<file path="src/hw/patch_pkg.sv">
`default_nettype none

package patch_pkg;

    // Patch geometry
    localparam int PIX_W   = 11;
    localparam int PATCH_N = 5;
    localparam int PATCH_W = PIX_W * PATCH_N;   // 55 bits per query patch

    // RAM organisation
    localparam int RAM_W  = 64;
    localparam int MASK_W = RAM_W / 8;          // One mask bit per byte lane
    localparam int ADDR_W = 9;
    localparam int DEPTH  = 512;

    // Wishbone base of the patch window
    localparam int unsigned WB_OFFSET = 557;

    localparam int SAD_W = 14;                  // Holds 5 * 2047
    localparam int IDX_W = 8;

    typedef logic [PIX_W-1:0]   pixel_t;
    typedef logic [PATCH_W-1:0] patch_t;
    typedef logic [RAM_W-1:0]   word_t;
    typedef logic [MASK_W-1:0]  mask_t;
    typedef logic [ADDR_W-1:0]  addr_t;
    typedef logic [SAD_W-1:0]   sad_t;
    typedef logic [IDX_W-1:0]   idx_t;

    // Candidate req/ack controller
    typedef enum logic [1:0] {IDLE, ACK, WAIT_LOW} ack_state_t;

endpackage

`default_nettype wire

</file>
<file path="src/hw/patch_sad.sv">
`default_nettype none

module patch_sad (
    input  wire                 clk,
    input  wire                 rst_i,
    input  wire                 valid_i,
    input  patch_pkg::patch_t   query_i,
    input  patch_pkg::patch_t   cand_i,
    input  wire                 last_i,
    output logic                valid_o,
    output patch_pkg::sad_t     sad_o,
    output logic                last_o
);

    patch_pkg::pixel_t  diff_q [patch_pkg::PATCH_N];
    logic               valid_q;
    logic               last_q;
    patch_pkg::sad_t    diff_sum;

    // Stage 1 registers the absolute difference of each pixel
    always_ff @(posedge clk) begin
        for (int i = 0; i < patch_pkg::PATCH_N; i++) begin
            if (query_i[i*patch_pkg::PIX_W +: patch_pkg::PIX_W] >
                cand_i[i*patch_pkg::PIX_W +: patch_pkg::PIX_W]) begin
                diff_q[i] <= query_i[i*patch_pkg::PIX_W +: patch_pkg::PIX_W] -
                             cand_i[i*patch_pkg::PIX_W +: patch_pkg::PIX_W];
            end else begin
                diff_q[i] <= cand_i[i*patch_pkg::PIX_W +: patch_pkg::PIX_W] -
                             query_i[i*patch_pkg::PIX_W +: patch_pkg::PIX_W];
            end
        end
    end

    always_comb begin
        diff_sum = '0;
        for (int i = 0; i < patch_pkg::PATCH_N; i++) begin
            diff_sum = diff_sum + patch_pkg::sad_t'(diff_q[i]);
        end
    end

    // Stage 2 registers the sum
    always_ff @(posedge clk) begin
        sad_o <= diff_sum;
    end

    // Valid and last follow the data through both stages
    always_ff @(posedge clk) begin
        if (rst_i) begin
            valid_q <= 1'b0;
            last_q  <= 1'b0;
            valid_o <= 1'b0;
            last_o  <= 1'b0;
        end else begin
            valid_q <= valid_i;
            last_q  <= last_i;
            valid_o <= valid_q;
            last_o  <= last_q;
        end
    end

endmodule

`default_nettype wire

</file>
<file path="config.mk">
export PLATFORM = sky130hd
export DESIGN_NAME = patch_sad
export DESIGN_NICKNAME = d
export VERILOG_FILES = /design/src/hw/patch_pkg.sv /design/src/hw/patch_sad.sv
export SDC_FILE = /design/constraint.sdc
export NUM_CORES = 1
export LEC_CHECK = 0
export ABC_AREA = 1
export CAP_MARGIN = 20
export CORE_MARGIN = 2
export CORE_UTILIZATION = 55
export CTS_CLUSTER_DIAMETER = 40
export DETAILED_ROUTE_END_ITERATION = 6
export DONT_BUFFER_PORTS = 1
export PLACE_DENSITY_LB_ADDON = 0.2
export SYNTH_ARGS = -nofsm -noshare
export SYNTH_HDL_FRONTEND = slang
export SYNTH_SLANG_ARGS = --single-unit
</file>
<file path="constraint.sdc">
create_clock -name clk -period 4.5 [get_ports clk]
set_input_delay 0.225 -clock clk [delete_from_list [all_inputs] [get_ports clk]]
set_output_delay 0.225 -clock clk [all_outputs]
set_load 0.05 [all_outputs]
</file>
==> results.sh <==
export IMPL_status="finished, final reports clean"
export IMPL_origin_of_the_worst_min_delay_path="cand_i[44]"
export IMPL_final_cell_mix="nand2_1 (565), inv_1 (396), ha_1 (119), nand3_1 (98), nor2_1 (85)"
export IMPL_dr_pass1_iters=5
export IMPL_detailed_place_area_um2=9846
export IMPL_drc_errors=0
export IMPL_final_common_cell="nand2_1"
export IMPL_synth_cell_area_um2=9693
export IMPL_peakVddDrop_v=0.0008252
export IMPL_timing_max_slew_rel_slack_pct=65.02
export IMPL_postCtsSetupRepairBufs=0
export IMPL_grt_pass1_vias=7943
export IMPL_cts_resized=0
export IMPL_layout_nets=1867
export IMPL_endpoint_kind="register"
export IMPL_timing_hold_worst_class="input port to register"
export IMPL_finalCoreUtilization_pct=59.04
export IMPL_drtAntennaViolNets=0
export IMPL_postSynthRegisterBits=73
export IMPL_holdBufCountCts=3
export IMPL_power_static_leakage_nw=6.404
export IMPL_tritoncts_clock_tree="done"
export IMPL_synth_area_top_cells="nand2_1 (22%), ha_1 (15%), inv_1 (15%)"
export IMPL_buffer_depth_of_the_longest_clock_path=2
export IMPL_placeableCoreArea_um2=17240
export IMPL_vias_per_cell=4.846
export IMPL_cts_htree_levels=3
export IMPL_finish_cell_count_without_fillers=1822
export IMPL_clock_root_buffer="clkbuf_16"
export IMPL_ys_seq_area_share_pct=15.08
export IMPL_power_mw=5.489
export IMPL_place_port_buffers=0
export IMPL_design_portCount=130
export IMPL_finalMaxSlewViolations=0
export IMPL_worstSkewPairLatency_ns=0.33
export IMPL_total_congestion_overflow=0
export IMPL_post_synth_cell_area_avg_um2=6.070
export IMPL_dr_first_iter_drc_count=567
export IMPL_final_period_minus_worst_setup_slack_ns=3.272
export IMPL_timing_setup_tns_ns=0
export IMPL_stdcell_area_um2=10180
export IMPL_worst_setup_path_type="register to register"
export IMPL_report_final_setup_viol=0
export IMPL_post_synth_inst_count=1597
export IMPL_die_width_um=136.8
export IMPL_antenna_cells_inserted=0
export IMPL_grt_pass1_wl_um=35490
export IMPL_fmax_ghz=0.3057
export IMPL_rsz0062_at_grt="false"
export IMPL_dpl_cell_count=1803
export IMPL_synthDistinctLibCells=30
export IMPL_timing_critical_path_fanout_max=3
export IMPL_die_area_um2=18700
export IMPL_finClkSkew_ns=0.007553
export IMPL_ys_warn_count=0
export IMPL_worstReg2RegStart="diff_q[3][1]$_DFF_P_"
export IMPL_cts_sinks=73
export IMPL_report_final_hold_viol_count=0
export IMPL_number_of_buffers_inserted_during_clock_tree_synthesis=9
export IMPL_height_of_the_die_um=136.8
export IMPL_yosys_area_top_type="nand2_1"
export IMPL_post_route_cells_drive_above_1_share_pct=3.757
export IMPL_num_rows=48
export IMPL_final_hold_worst_slack_ns=0.1125
export IMPL_timing_critical_path_from_type="register"
export IMPL_clk_transition_reported_paths_ns=0.06
export IMPL_starting_utilization_of_the_core_area_pct=56.24
export IMPL_dp_hpwl_um=18530
export IMPL_area_growth_synth_to_final_pct=4.996
export IMPL_whs_endpoint="diff_q[4][0]$_DFF_P_"
export IMPL_worst_ep_required_time_ns=4.76
export IMPL_vias=8830
export IMPL_hold_path_depth=2
export IMPL_arrival_ns=3.53
export IMPL_setup_reg_to_reg_worst_slack_ns=1.23
export IMPL_regToRegEndpoint="sad_o[13]$_DFF_P_"
export IMPL_gp_routability_congestion=0.9599
export IMPL_yosysTopAreaCellShare_pct=21.88
export IMPL_power_dens_cells_nw_per_um2=539.3
export IMPL_routedWlPerCell_um=11.64
export IMPL_gr_usage_all_layers_pct=23.24
export IMPL_worst_slew_pin_slew_ns=0.5239
export IMPL_antenna_found_initial=0
export IMPL_rr_worst_depth=13
export IMPL_detailedPlace_worstSlack_ns=1.222
export IMPL_post_route_wl_um=21200
export IMPL_setup_ws_ns=1.228
export IMPL_grt_max_degree=16
export IMPL_synthesis_nets=1872
export IMPL_max_cap_violations=0
export IMPL_timing_final_crit_share_pct=72.70
## layer usage
| layer | vias to the layer above | track usage (%) | share of wire, % |
|---|---|---|---|
| met5 | - | 0 | 0 |
| met4 | 0 | 3.646 | 0.91 |
| met3 | 19 | 2.926 | 5.4 |
| met2 | 233 | 38.53 | 44 |
| met1 | 3855 | 32.88 | 50 |
| li1 | 4723 | - | - |
## where the power goes
| part | internal (mW) | switching, mW |
|---|---|---|
| Sequential | 0.889 | 0.289 |
| Combinational | 1.41 | 2.20 |
| Clock | 0.432 | 0.274 |
## synthesized netlist by cell type
| master | count |
|---|---|
| xor2_1 | 36 |
| o211ai_1 | 1 |
| nor2_2 | 1 |
| o21bai_1 | 5 |
| nor2_4 | 2 |
| buf_2 | 4 |
| nand2_1 | 565 |
| nand3b_1 | 11 |
| dfxtp_1 | 73 |
| inv_2 | 9 |
| buf_6 | 5 |
| nand3_2 | 6 |
| o21ai_0 | 13 |
| nor2_1 | 85 |
| a31oi_1 | 1 |
| buf_4 | 1 |
| xnor2_1 | 8 |
| ha_1 | 119 |
| a21o_1 | 4 |
| or2_2 | 1 |
| nand2_2 | 9 |
| nand3_1 | 98 |
| inv_1 | 396 |
| nor3_1 | 2 |
| fa_1 | 42 |
| nand4_1 | 26 |
| a21oi_1 | 48 |
| o21ai_2 | 16 |
| clkbuf_2 | 9 |
| clkinv_1 | 1 |
## cell type report
type	count	area [µm²]
sequential	73	1461
clock buffer	9	225.2
multi-input combinational	1099	6579
timing repair buffer	3	30.03
clock inverter	7	76.32
fill	1697	7059
tap	225	281.5
inverter	406	1524
## critical path, cell delays in order, from the launching register on
cell and delay (ns):
dfxtp_1 0.30, inv_1 0.05, fa_1 0.55, fa_1 0.43
fa_1 0.43, inv_1 0.06, ha_1 0.18, inv_1 0.08
fa_1 0.48, o21ai_0 0.30, nand2_1 0.10, nand2_1 0.10
nand4_1 0.07, o21ai_0 0.07
## how the worst max path moves through the flow
| stage | start | slack (ns) | depth (start not counted) | endpoint |
|---|---|---|---|---|
| after floorplan | diff_q[3][1]$_DFF_P_ | 1.42 | 13 | sad_o[13]$_DFF_P_ |
| after global placement | diff_q[3][1]$_DFF_P_ | 1.26 | 13 | sad_o[13]$_DFF_P_ |
| after detailed placement | diff_q[3][1]$_DFF_P_ | 1.22 | 13 | sad_o[13]$_DFF_P_ |
| after CTS | diff_q[3][1]$_DFF_P_ | 1.22 | 13 | sad_o[13]$_DFF_P_ |
| after global routing | diff_q[3][1]$_DFF_P_ | 0.98 | 12 | sad_o[9]$_DFF_P_ |
| final | diff_q[3][1]$_DFF_P_ | 1.23 | 13 | sad_o[13]$_DFF_P_ |
## cell families after synthesis
group	synth area share, %
AND/OR/NAND/NOR	34.43
buffers and inverters	17.05
adder cells (fa/ha/maj)	24.04
AO/OA/AOI/OAI	5.434
flip-flops	15.08
XOR/XNOR	3.976
## registers in the layout (all words and copies together) (netlist names)
name	count
diff_q	55
sad_o	14
last_o	1
last_q	1
valid_o	1
valid_q	1
(Power assumes the default switching activity.)
