===== src/hw/patch_pkg.sv =====
`default_nettype none

package patch_pkg;

    // Patch geometry
    localparam int PIX_W   = 11;
    localparam int PATCH_N = 5;
    localparam int PATCH_W = PIX_W * PATCH_N;   // 55 bits per query patch

    // RAM organisation
    localparam int RAM_W  = 64;
    localparam int MASK_W = RAM_W / 8;          // One mask bit per byte lane
    localparam int ADDR_W = 9;
    localparam int DEPTH  = 512;

    // Wishbone base of the patch window
    localparam int unsigned WB_OFFSET = 557;

    localparam int SAD_W = 14;                  // Holds 5 * 2047
    localparam int IDX_W = 8;

    typedef logic [PIX_W-1:0]   pixel_t;
    typedef logic [PATCH_W-1:0] patch_t;
    typedef logic [RAM_W-1:0]   word_t;
    typedef logic [MASK_W-1:0]  mask_t;
    typedef logic [ADDR_W-1:0]  addr_t;
    typedef logic [SAD_W-1:0]   sad_t;
    typedef logic [IDX_W-1:0]   idx_t;

    // Candidate req/ack controller
    typedef enum logic [1:0] {IDLE, ACK, WAIT_LOW} ack_state_t;

endpackage

`default_nettype wire


===== src/hw/best_match.sv =====
`default_nettype none

module best_match (
    input  wire                 clk,
    input  wire                 rst_i,
    input  wire                 valid_i,
    input  patch_pkg::sad_t     sad_i,
    input  wire                 last_i,
    output logic                best_valid_o,
    output patch_pkg::sad_t     best_sad_o,
    output patch_pkg::idx_t     best_idx_o
);

    patch_pkg::idx_t    cnt_q;          // Index of the next candidate in the batch
    patch_pkg::sad_t    min_sad_q;
    patch_pkg::idx_t    min_idx_q;
    logic               better;
    patch_pkg::sad_t    new_sad;
    patch_pkg::idx_t    new_idx;

    // Strictly lower wins, so ties keep the earlier candidate
    assign better  = (cnt_q == '0) || (sad_i < min_sad_q);
    assign new_sad = better ? sad_i : min_sad_q;
    assign new_idx = better ? cnt_q : min_idx_q;

    always_ff @(posedge clk) begin
        if (rst_i) begin
            cnt_q        <= '0;
            best_valid_o <= 1'b0;
        end else begin
            best_valid_o <= valid_i && last_i;
            if (valid_i) begin
                cnt_q <= last_i ? '0 : cnt_q + 1'b1;    // Batch restarts after last
            end
        end
    end

    always_ff @(posedge clk) begin
        if (valid_i) begin
            min_sad_q <= new_sad;
            min_idx_q <= new_idx;
            if (last_i) begin
                best_sad_o <= new_sad;
                best_idx_o <= new_idx;
            end
        end
    end

    a_valid_pulse : assert property (
        @(posedge clk) disable iff (rst_i)
        best_valid_o |=> !best_valid_o
    ) else $error("best_valid_o held longer than one cycle");

endmodule

`default_nettype wire


===== config.mk =====
export PLATFORM = sky130hd
export DESIGN_NAME = best_match
export DESIGN_NICKNAME = d
export VERILOG_FILES = /design/src/hw/patch_pkg.sv /design/src/hw/best_match.sv
export SDC_FILE = /design/constraint.sdc
export NUM_CORES = 1
export LEC_CHECK = 0
export ABC_CLOCK_PERIOD_IN_PS = 2850
export BUFFER_PORTS_ARGS = -buffer_cell sky130_fd_sc_hd__buf_2
export CORE_MARGIN = 1
export CORE_UTILIZATION = 55
export CTS_BUF_LIST = sky130_fd_sc_hd__clkbuf_8
export CTS_CLUSTER_SIZE = 10
export DETAILED_ROUTE_END_ITERATION = 10
export GPL_ROUTABILITY_DRIVEN = 0
export GPL_TIMING_DRIVEN = 0
export PLACE_DENSITY = 0.79
export RECOVER_POWER = 25
export SLEW_MARGIN = 20
export SYNTH_ARGS = -nofsm -noshare
export SYNTH_HDL_FRONTEND = slang
export SYNTH_SLANG_ARGS = --single-unit

===== constraint.sdc =====
create_clock -name clk -period 2.85 [get_ports clk]
set_input_delay 0.4275 -clock clk [delete_from_list [all_inputs] [get_ports clk]]
set_output_delay 0.4275 -clock clk [all_outputs]
set_load 0.02 [all_outputs]

==> results.toml, run 1 <==
[clocking]
cts_sinks = 53
clockBufferDepth = 2
clk_latency_ns = 0.31
cts_hold_buf = 0
clock-root-buffer = "clkbuf_8"
cts_tree = "built"
cts_setup_buffers = 0
cts-htree-levels = 2
clk_pin_slew_ns = 0.09
post_cts_resized = 0
cts_buffers = 5

[sta]
final-hold-violation-count = 0
slew_viol_final = 0
fin_crit_ns = 2.25
clock_skew_ns = 0.00676
rsz0062_at_grt = "false"
setup_viol = 0
worst_pin_slew_ns = 0.570
max_freq_ghz = 0.445
relSlewSlack_pct = 62.0
finalCritPeriodShare_pct = 78.8

[setup_path]
reg2reg_from = "min_sad_q[3]"
slowest_stage = "edfxtp_1"
arrival_ns = 2.31
startpoint = "min_sad_q[3]"
cp.depth = 8
r2r_setup_slack_ns = 0.60
crit_fanout = 10
crit_type = "flip-flop to flip-flop"
path_cells = "inv_1, ha_1, a21oi_1, o221ai_1, a211o_1, nand2_4, buf_8, mux2_2"
required_ns = 2.91
rr_worst_depth = 8
path_delay_family = "compound AO/OA/AOI/OAI gates"
worst-path-buf-inv = 2
end_kind = "flip-flop"
cp-start-kind = "flip-flop"
critPathMaxStageDelay_ns = 0.38

[min_path]
min-delay-start = "rst_i"
hold_depth = 2
min_path_type = "input pin to flip-flop"

[pwr]
power_mw = 1.49
netSwitchingFraction_pct = 23.7
seqPwrFrac_pct = 60.6
clkPwrFrac_pct = 26.9
p_leak_nw = 1.09
p_int_mw = 1.14
power_density_nw_per_um2 = 559
combPwrFrac_pct = 12.6
p_switching_mw = 0.353
ir_drop_mv = 0.469

[synth]
netlist_instances = 162
yosys.area.top_type = "edfxtp_1"
ys_seq_elements = 53
yosysWarnings = 0
synthDistinctLibCells = 27
synth_edf_count = 44
ys.flop_type = "edfxtp_1"
yosysSeqAreaShare_pct = 64.4
netlist_area_um2 = 2330
synth_nets = 195
synth_area_leaders = "edfxtp_1 (57%), mux2_2 (10%), ha_1 (8.1%)"
yosys.area.top_type_share_pct = 56.7
syn_area_per_cell_um2 = 14.4
async_flop_share_pct = 0

[layout]
fin_util_pct = 66.3
final_nets = 242
fillerInstances = 295
drive_gt1_share_pct = 31.4
diodes = 0
area_growth_pct = 14.6

[global_routing]
grt_pass1_wl_um = 5800
antenna_found_initial = 0
grt-ovfl-total = 0
grt_max_degree = 25
first_global_vias = 1324
grt_usage_pct = 18.8

[floorplan]
fp-row-count = 23
die-area_um2 = 4500
ios = 41
core-area_um2 = 4030
die_w_um = 67.1
start_util_pct = 57.8
die_h_um = 67.1

[route]
post_drt_wl_per_cell_um = 14.6
drt_iter0_drc = 38
ant_nets = 0
wirelength_um = 3790
drc = 0
num_vias = 1366
viasPerCell = 5.25
dr.pass1.iters = 4

[placement]
dp_hpwl_um = 2750
io_buffers = 40

[status]
status = "finished clean"

[run]
cap_violations = 0
[worst paths after layout]
| kind | to |
|---|---|
| hold / removal | best_valid_o |
| hold reg to reg | cnt_q[7] |
| setup / recovery | best_sad_o[12] |
| setup reg to reg | best_sad_o[12] |
[synth_stat cells, types with 2 or more instances]
library cell and instances:
buf_8 2, clkbuf_1 2, nand4_1 6, or3_1 2, ha_1 15, o21ai_0 4
mux2_2 21, nor2_1 8, inv_1 16, edfxtp_1 44, xor2_1 4, nand2_1 6
dfxtp_1 9, nand3_1 2, a21oi_1 9
[layout by cell type (no fill, tap or decap), types with 5 or more instances in the layout]
master and count:
inv_1 16, nand2_1 6, ha_1 15, nor2_1 8
edfxtp_1 44, a21oi_1 9, dfxtp_1 9, buf_2 32
clkbuf_8 5, clkbuf_1 10, nand4_1 6, mux2_2 21
[cell families after synthesis]
group / share of synthesized area, %
flops: 64.4
buf+inv: 4.19
mux: 10.6
fa+ha+maj: 8.06
compound gates: 3.87
xor+xnor: 1.88
simple gates: 6.98
[power groups by stage]
stage / logic (mW) / registers, mW / clock network, mW
3_3_place_gp: 0.179 / 0.920 / 0
6_report: 0.187 / 0.904 / 0.401
2_1_floorplan: 0.106 / 0.940 / 0
5_1_grt: 0.208 / 0.909 / 0.446
3_5_place_dp: 0.190 / 0.923 / 0
4_1_cts: 0.191 / 0.905 / 0.411
[final cells by class]
| type | instances | area [um^2] | area share (%) |
|---|---|---|---|
| clock inverters | 3 | 17.5 | 0.656 |
| plain buffers | 4 | 37.5 | 1.41 |
| repair buffers | 40 | 190 | 7.12 |
| flip-flops and latches | 53 | 1500 | 56.2 |
| multi-input cells | 89 | 732 | 27.4 |
| well taps | 50 | 62.6 | 2.34 |
| inverters | 16 | 60.1 | 2.25 |
| clock buffers | 5 | 68.8 | 2.58 |
[stage by stage]
stage	cell area [um^2]	worst slack [ns]	TNS (ns)	std cells	hold slack, ns
2_1_floorplan	2330	0.712	0	162	0.468
3_3_place_gp	2590	0.00803	0	252	0.480
3_5_place_dp	2590	-0.0698	-0.494	252	0.501
4_1_cts	2680	0.265	0	260	0.274
5_1_grt	2670	0.456	0	260	0.279
6_report	2670	0.604	0	260	0.282
[flip-flops by register name, summed over array words and instances (netlist names)]
name,flops
best_idx_o,8
best_sad_o,14
best_valid_o,1
cnt_q,8
min_idx_q,8
min_sad_q,14
[per-layer routing]
metal  vias up  part of all wire [%]  routed length (um)  GRT usage, %
li1        681                     -                   -             -
met1       654                    42                1580          19.7
met2        25                    52                1980          33.6
met3         6                   4.1                 154          5.65
met4         0                   1.7                  65          8.78
met5         -                     0                   0             0
Power figures use the tool's default switching activity.
==> inputs of run 2 (changes only) <==
--- a/config.mk
+++ b/config.mk
@@ -5,7 +5,7 @@
 export SDC_FILE = /design/constraint.sdc
 export NUM_CORES = 1
 export LEC_CHECK = 0
-export ABC_CLOCK_PERIOD_IN_PS = 2850
+export ABC_CLOCK_PERIOD_IN_PS = 2150
 export BUFFER_PORTS_ARGS = -buffer_cell sky130_fd_sc_hd__buf_2
 export CORE_MARGIN = 1
 export CORE_UTILIZATION = 55
==> constraint.sdc (replaced) <==
create_clock -name clk -period 2.15 [get_ports clk]
set_input_delay 0.3225 -clock clk [delete_from_list [all_inputs] [get_ports clk]]
set_output_delay 0.3225 -clock clk [all_outputs]
set_load 0.02 [all_outputs]
==> results.toml, run 2 (synthesized netlist as in run 1, its figures left out) <==
[clocking]
clk_latency_ns = 0.31
cts-htree-levels = 2
clk_pin_slew_ns = 0.09
clockBufferDepth = 2
clock-root-buffer = "clkbuf_8"
cts_buffers = 5
cts_tree = "built"
cts_sinks = 53

[sta]
worst_pin_slew_ns = 0.572
whs_ns = 0.178
final-hold-violation-count = 0
max_freq_ghz = 0.443
setup_viol = 42
setup-tns-final_ns = -2.63
rsz0062_at_grt = "true"
clock_skew_ns = 0.00873
slew_viol_final = 0
relSlewSlack_pct = 61.9
fin_crit_ns = 2.26
setup_ws_ns = -0.108
finalCritPeriodShare_pct = 105

[setup_path]
path_cells = "inv_1, ha_1, a21oi_2, o21ai_1, a211o_1, nand2_4, clkbuf_16, mux2_2"
crit_fanout = 5
required_ns = 2.21
crit_type = "flip-flop to flip-flop"
arrival_ns = 2.32
cp-start-kind = "flip-flop"
end_kind = "flip-flop"
slowest_stage = "edfxtp_1"
critPathMaxStageDelay_ns = 0.35

[global_routing]
grt_pass1_wl_um = 6210
first_global_vias = 1389
grt_usage_pct = 20.0
antenna_found_initial = 0
grt-ovfl-total = 0
grt_max_degree = 25

[route]
drt_iter0_drc = 57
viasPerCell = 5.37
wirelength_um = 4360
num_vias = 1438
post_drt_wl_per_cell_um = 16.3
dr.pass1.iters = 4
drc = 0
ant_nets = 0

[floorplan]
fp-row-count = 23
ios = 41
core-area_um2 = 4030
die-area_um2 = 4500
start_util_pct = 57.8
die_h_um = 67.1
die_w_um = 67.1

[pwr]
ir_drop_mv = 0.631
power_mw = 2.08
p_leak_nw = 1.25
power_density_nw_per_um2 = 711

[layout]
drive_gt1_share_pct = 43.6
instances_no_fill = 268
area_growth_pct = 25.6
mostFrequentLayoutCells = "edfxtp_1 (44), buf_2 (40), mux2_4 (16)"
reg_top3 = "best_sad_o x14, min_sad_q x14"
layout_commonest_cell = "edfxtp_1"
diodes = 0
final_nets = 250
fin_util_pct = 72.6

[placement]
io_buffers = 40
dp_hpwl_um = 2750
placed_cells = 252

[min_path]
min_path_type = "input pin to flip-flop"

[status]
status = "complete, but fails checks"
violations = "setup timing"

[run]
cap_violations = 0
-- run 2: cell types whose count changed in the layout (fill, tap and decap cells not counted), sizes merged --
cell / before / now
clkbuf: 15 / 8
buf: 34 / 49
-- run 2: layout make-up --
| type | count | area (um^2) |
|---|---|---|
| flip-flops and latches | 53 | 1500 |
| fillers | 269 | 1100 |
| multi-input cells | 89 | 880 |
| repair buffers | 48 | 298 |
| clock buffers | 5 | 68.8 |
| well taps | 50 | 62.6 |
| inverters | 16 | 60.1 |
| plain buffers | 4 | 37.5 |
| clock inverters | 3 | 17.5 |
-- run 2: critical path, delay by kind of cell, from the launching register on --
kind	cells	cell delay, ns
flops	1	0.35
simple gates	1	0.16
buf+inv	2	0.21
mux	1	0.34
fa+ha+maj	1	0.33
compound gates	3	0.62
-- run 2: final timing paths --
path | start | to | slack [ns] | cells after the start
hold reg to reg | cnt_q[7] | cnt_q[7] | 0.51 | 2
setup reg to reg | min_sad_q[13] | best_sad_o[5] | -0.11 | 8
hold / removal | rst_i | best_valid_o | 0.18 | 2
setup / recovery | min_sad_q[13] | best_sad_o[5] | -0.11 | 8
-- run 2: metrics by stage --
step / worst slack, ns / cell area, um^2
after CTS: -0.0849 / 2850
after floorplan: 0.0872 / 2330
after global placement: -0.587 / 2590
after global routing: -0.164 / 2930
final: -0.108 / 2930
after detailed placement: -0.665 / 2590
-- run 2: per-layer routing --
| metal | GRT usage (%) | share of wire (%) |
|---|---|---|
| met1 | 21.0 | 41 |
| met2 | 36.4 | 54 |
| met3 | 5.65 | 3.7 |
| met4 | 8.78 | 1.1 |
| met5 | 0 | 0 |
-- run 2: power by group --
part           switching [mW]  internal (mW)  total (mW)
registers              0.0220           1.18        1.20
logic                   0.174          0.168       0.342
clock network           0.310          0.225       0.535
total                   0.506           1.57        2.08
-- run 2: timing repair --
item | in CTS | in global routing
pin swaps | 2 | 6
gates resized for setup | 25 | 10
gates cloned | 1 | 1
buffers inserted | 3 | 3
setup endpoints to repair | 48 | 50
hold buffers | 0 | 0
==> inputs of run 3 (changes only) <==
--- a/config.mk
+++ b/config.mk
@@ -14,7 +14,7 @@
 export DETAILED_ROUTE_END_ITERATION = 10
 export GPL_ROUTABILITY_DRIVEN = 0
 export GPL_TIMING_DRIVEN = 0
-export PLACE_DENSITY = 0.79
+export PLACE_DENSITY_LB_ADDON = 0.3
 export RECOVER_POWER = 25
 export SLEW_MARGIN = 20
 export SYNTH_ARGS = -nofsm -noshare
==> results.toml, run 3 (synthesized netlist as in run 1, its figures left out) <==
[clocking]
cts_sinks = 53
clk_pin_slew_ns = 0.09
clockBufferDepth = 2
cts_buffers = 5
clock-root-buffer = "clkbuf_8"
clk_latency_ns = 0.31
cts_tree = "built"
cts-htree-levels = 2

[setup_path]
crit_type = "flip-flop to flip-flop"
cp-start-kind = "flip-flop"
arrival_ns = 2.26
end_kind = "flip-flop"
crit_fanout = 5
required_ns = 2.22

[route]
viasPerCell = 5.34
wirelength_um = 4230
wl_met3_um = 175
num_vias = 1421
ant_nets = 0
wl_met2_um = 2200
top_layer = "met4"
post_drt_wl_per_cell_um = 15.9
drc = 0
wl_met1_um = 1750
dr.pass1.iters = 4
drt_iter0_drc = 61

[sta]
setup_ws_ns = -0.0444
clock_skew_ns = 0.00881
final-hold-violation-count = 0
max_freq_ghz = 0.456
finalCritPeriodShare_pct = 102
rsz0062_at_grt = "true"
slew_viol_final = 0
worst_pin_slew_ns = 0.548
fin_crit_ns = 2.19
setup_viol = 42
relSlewSlack_pct = 63.5
setup-tns-final_ns = -1.27

[floorplan]
die_h_um = 67.1
die-area_um2 = 4500
fp-row-count = 23
ios = 41
die_w_um = 67.1
start_util_pct = 57.8
core-area_um2 = 4030

[layout]
design_area_um2 = 2930
reg_top3 = "best_sad_o x14, min_sad_q x14"
layout_commonest_cell = "edfxtp_1"
mostFrequentLayoutCells = "edfxtp_1 (44), buf_2 (40), mux2_4 (20)"
area_growth_pct = 25.7
final_nets = 248
diodes = 0
drive_gt1_share_pct = 41.2
fillerInstances = 257

[global_routing]
antenna_found_initial = 0
grt_usage_pct = 18.9
first_global_vias = 1414
grt_pass1_wl_um = 6000
grt-ovfl-total = 0
grt_max_degree = 25

[placement]
io_buffers = 40
placed_area_um2 = 2590
dp_slack_ns = -0.678
dp_hpwl_um = 2650

[run]
cap_violations = 0

[status]
violations = "setup timing"
status = "complete, but fails checks"

[pwr]
power_density_nw_per_um2 = 749
p_leak_nw = 1.27
ir_drop_mv = 0.538

[min_path]
min_path_type = "input pin to flip-flop"
run 3: final timing paths:
path | startpoint | to | slack [ns] | cells past startpoint
hold / removal | rst_i | best_valid_o | 0.18 | 2
setup reg to reg | min_sad_q[3] | best_idx_o[2] | -0.04 | 8
hold reg to reg | cnt_q[5] | cnt_q[5] | 0.51 | 2
setup / recovery | min_sad_q[3] | best_idx_o[2] | -0.04 | 8
run 3: timing repair:
item / in CTS / in global routing
hold buffers: 0 / 0
endpoints found under the setup margin: 48 / 48
resized for setup: 8 / 24
gates cloned: 0 / 2
pin swaps: 0 / 5
setup buffers: 2 / 2
run 3: layout make-up:
class / instances / area [um^2] / area share, %
well taps: 50 / 62.6 / 2.14
clock inverters: 3 / 46.3 / 1.58
plain buffers: 4 / 37.5 / 1.28
inverters: 16 / 60.1 / 2.05
multi-input cells: 89 / 871 / 29.7
repair buffers: 46 / 280 / 9.57
flip-flops and latches: 53 / 1500 / 51.3
clock buffers: 5 / 68.8 / 2.35
run 3: where the power goes:
part / leakage (nW) / total, mW / internal [mW] / switching, mW
logic: 0.715 / 0.332 / 0.163 / 0.169
registers: 0.502 / 1.20 / 1.18 / 0.0216
clock network: 0.0543 / 0.661 / 0.348 / 0.313
total: 1.27 / 2.19 / 1.69 / 0.503
run 3: critical path, cell delays in order, from the launching register on:
cell	delay (ns)
edfxtp_1	0.42
inv_2	0.09
ha_4	0.21
a21oi_4	0.15
o221ai_2	0.11
a211o_1	0.35
nand2_4	0.14
clkbuf_16	0.17
mux2_4	0.31
run 3: metrics by stage:
stage,cells,util [%],hold WS (ns),power [mW]
after floorplan,162,-,0.394,1.39
after global placement,252,64.3,0.480,1.46
after detailed placement,252,64.3,0.495,1.47
after CTS,262,68.7,0.166,2.15
after global routing,266,72.7,0.165,2.28
final,266,72.7,0.177,2.19
run 3: routing by layer:
layer	global-route usage [%]	up-vias
li1	-	691
met1	19.7	678
met2	33.5	42
met3	4.97	10
met4	10.9	0
met5	0	-
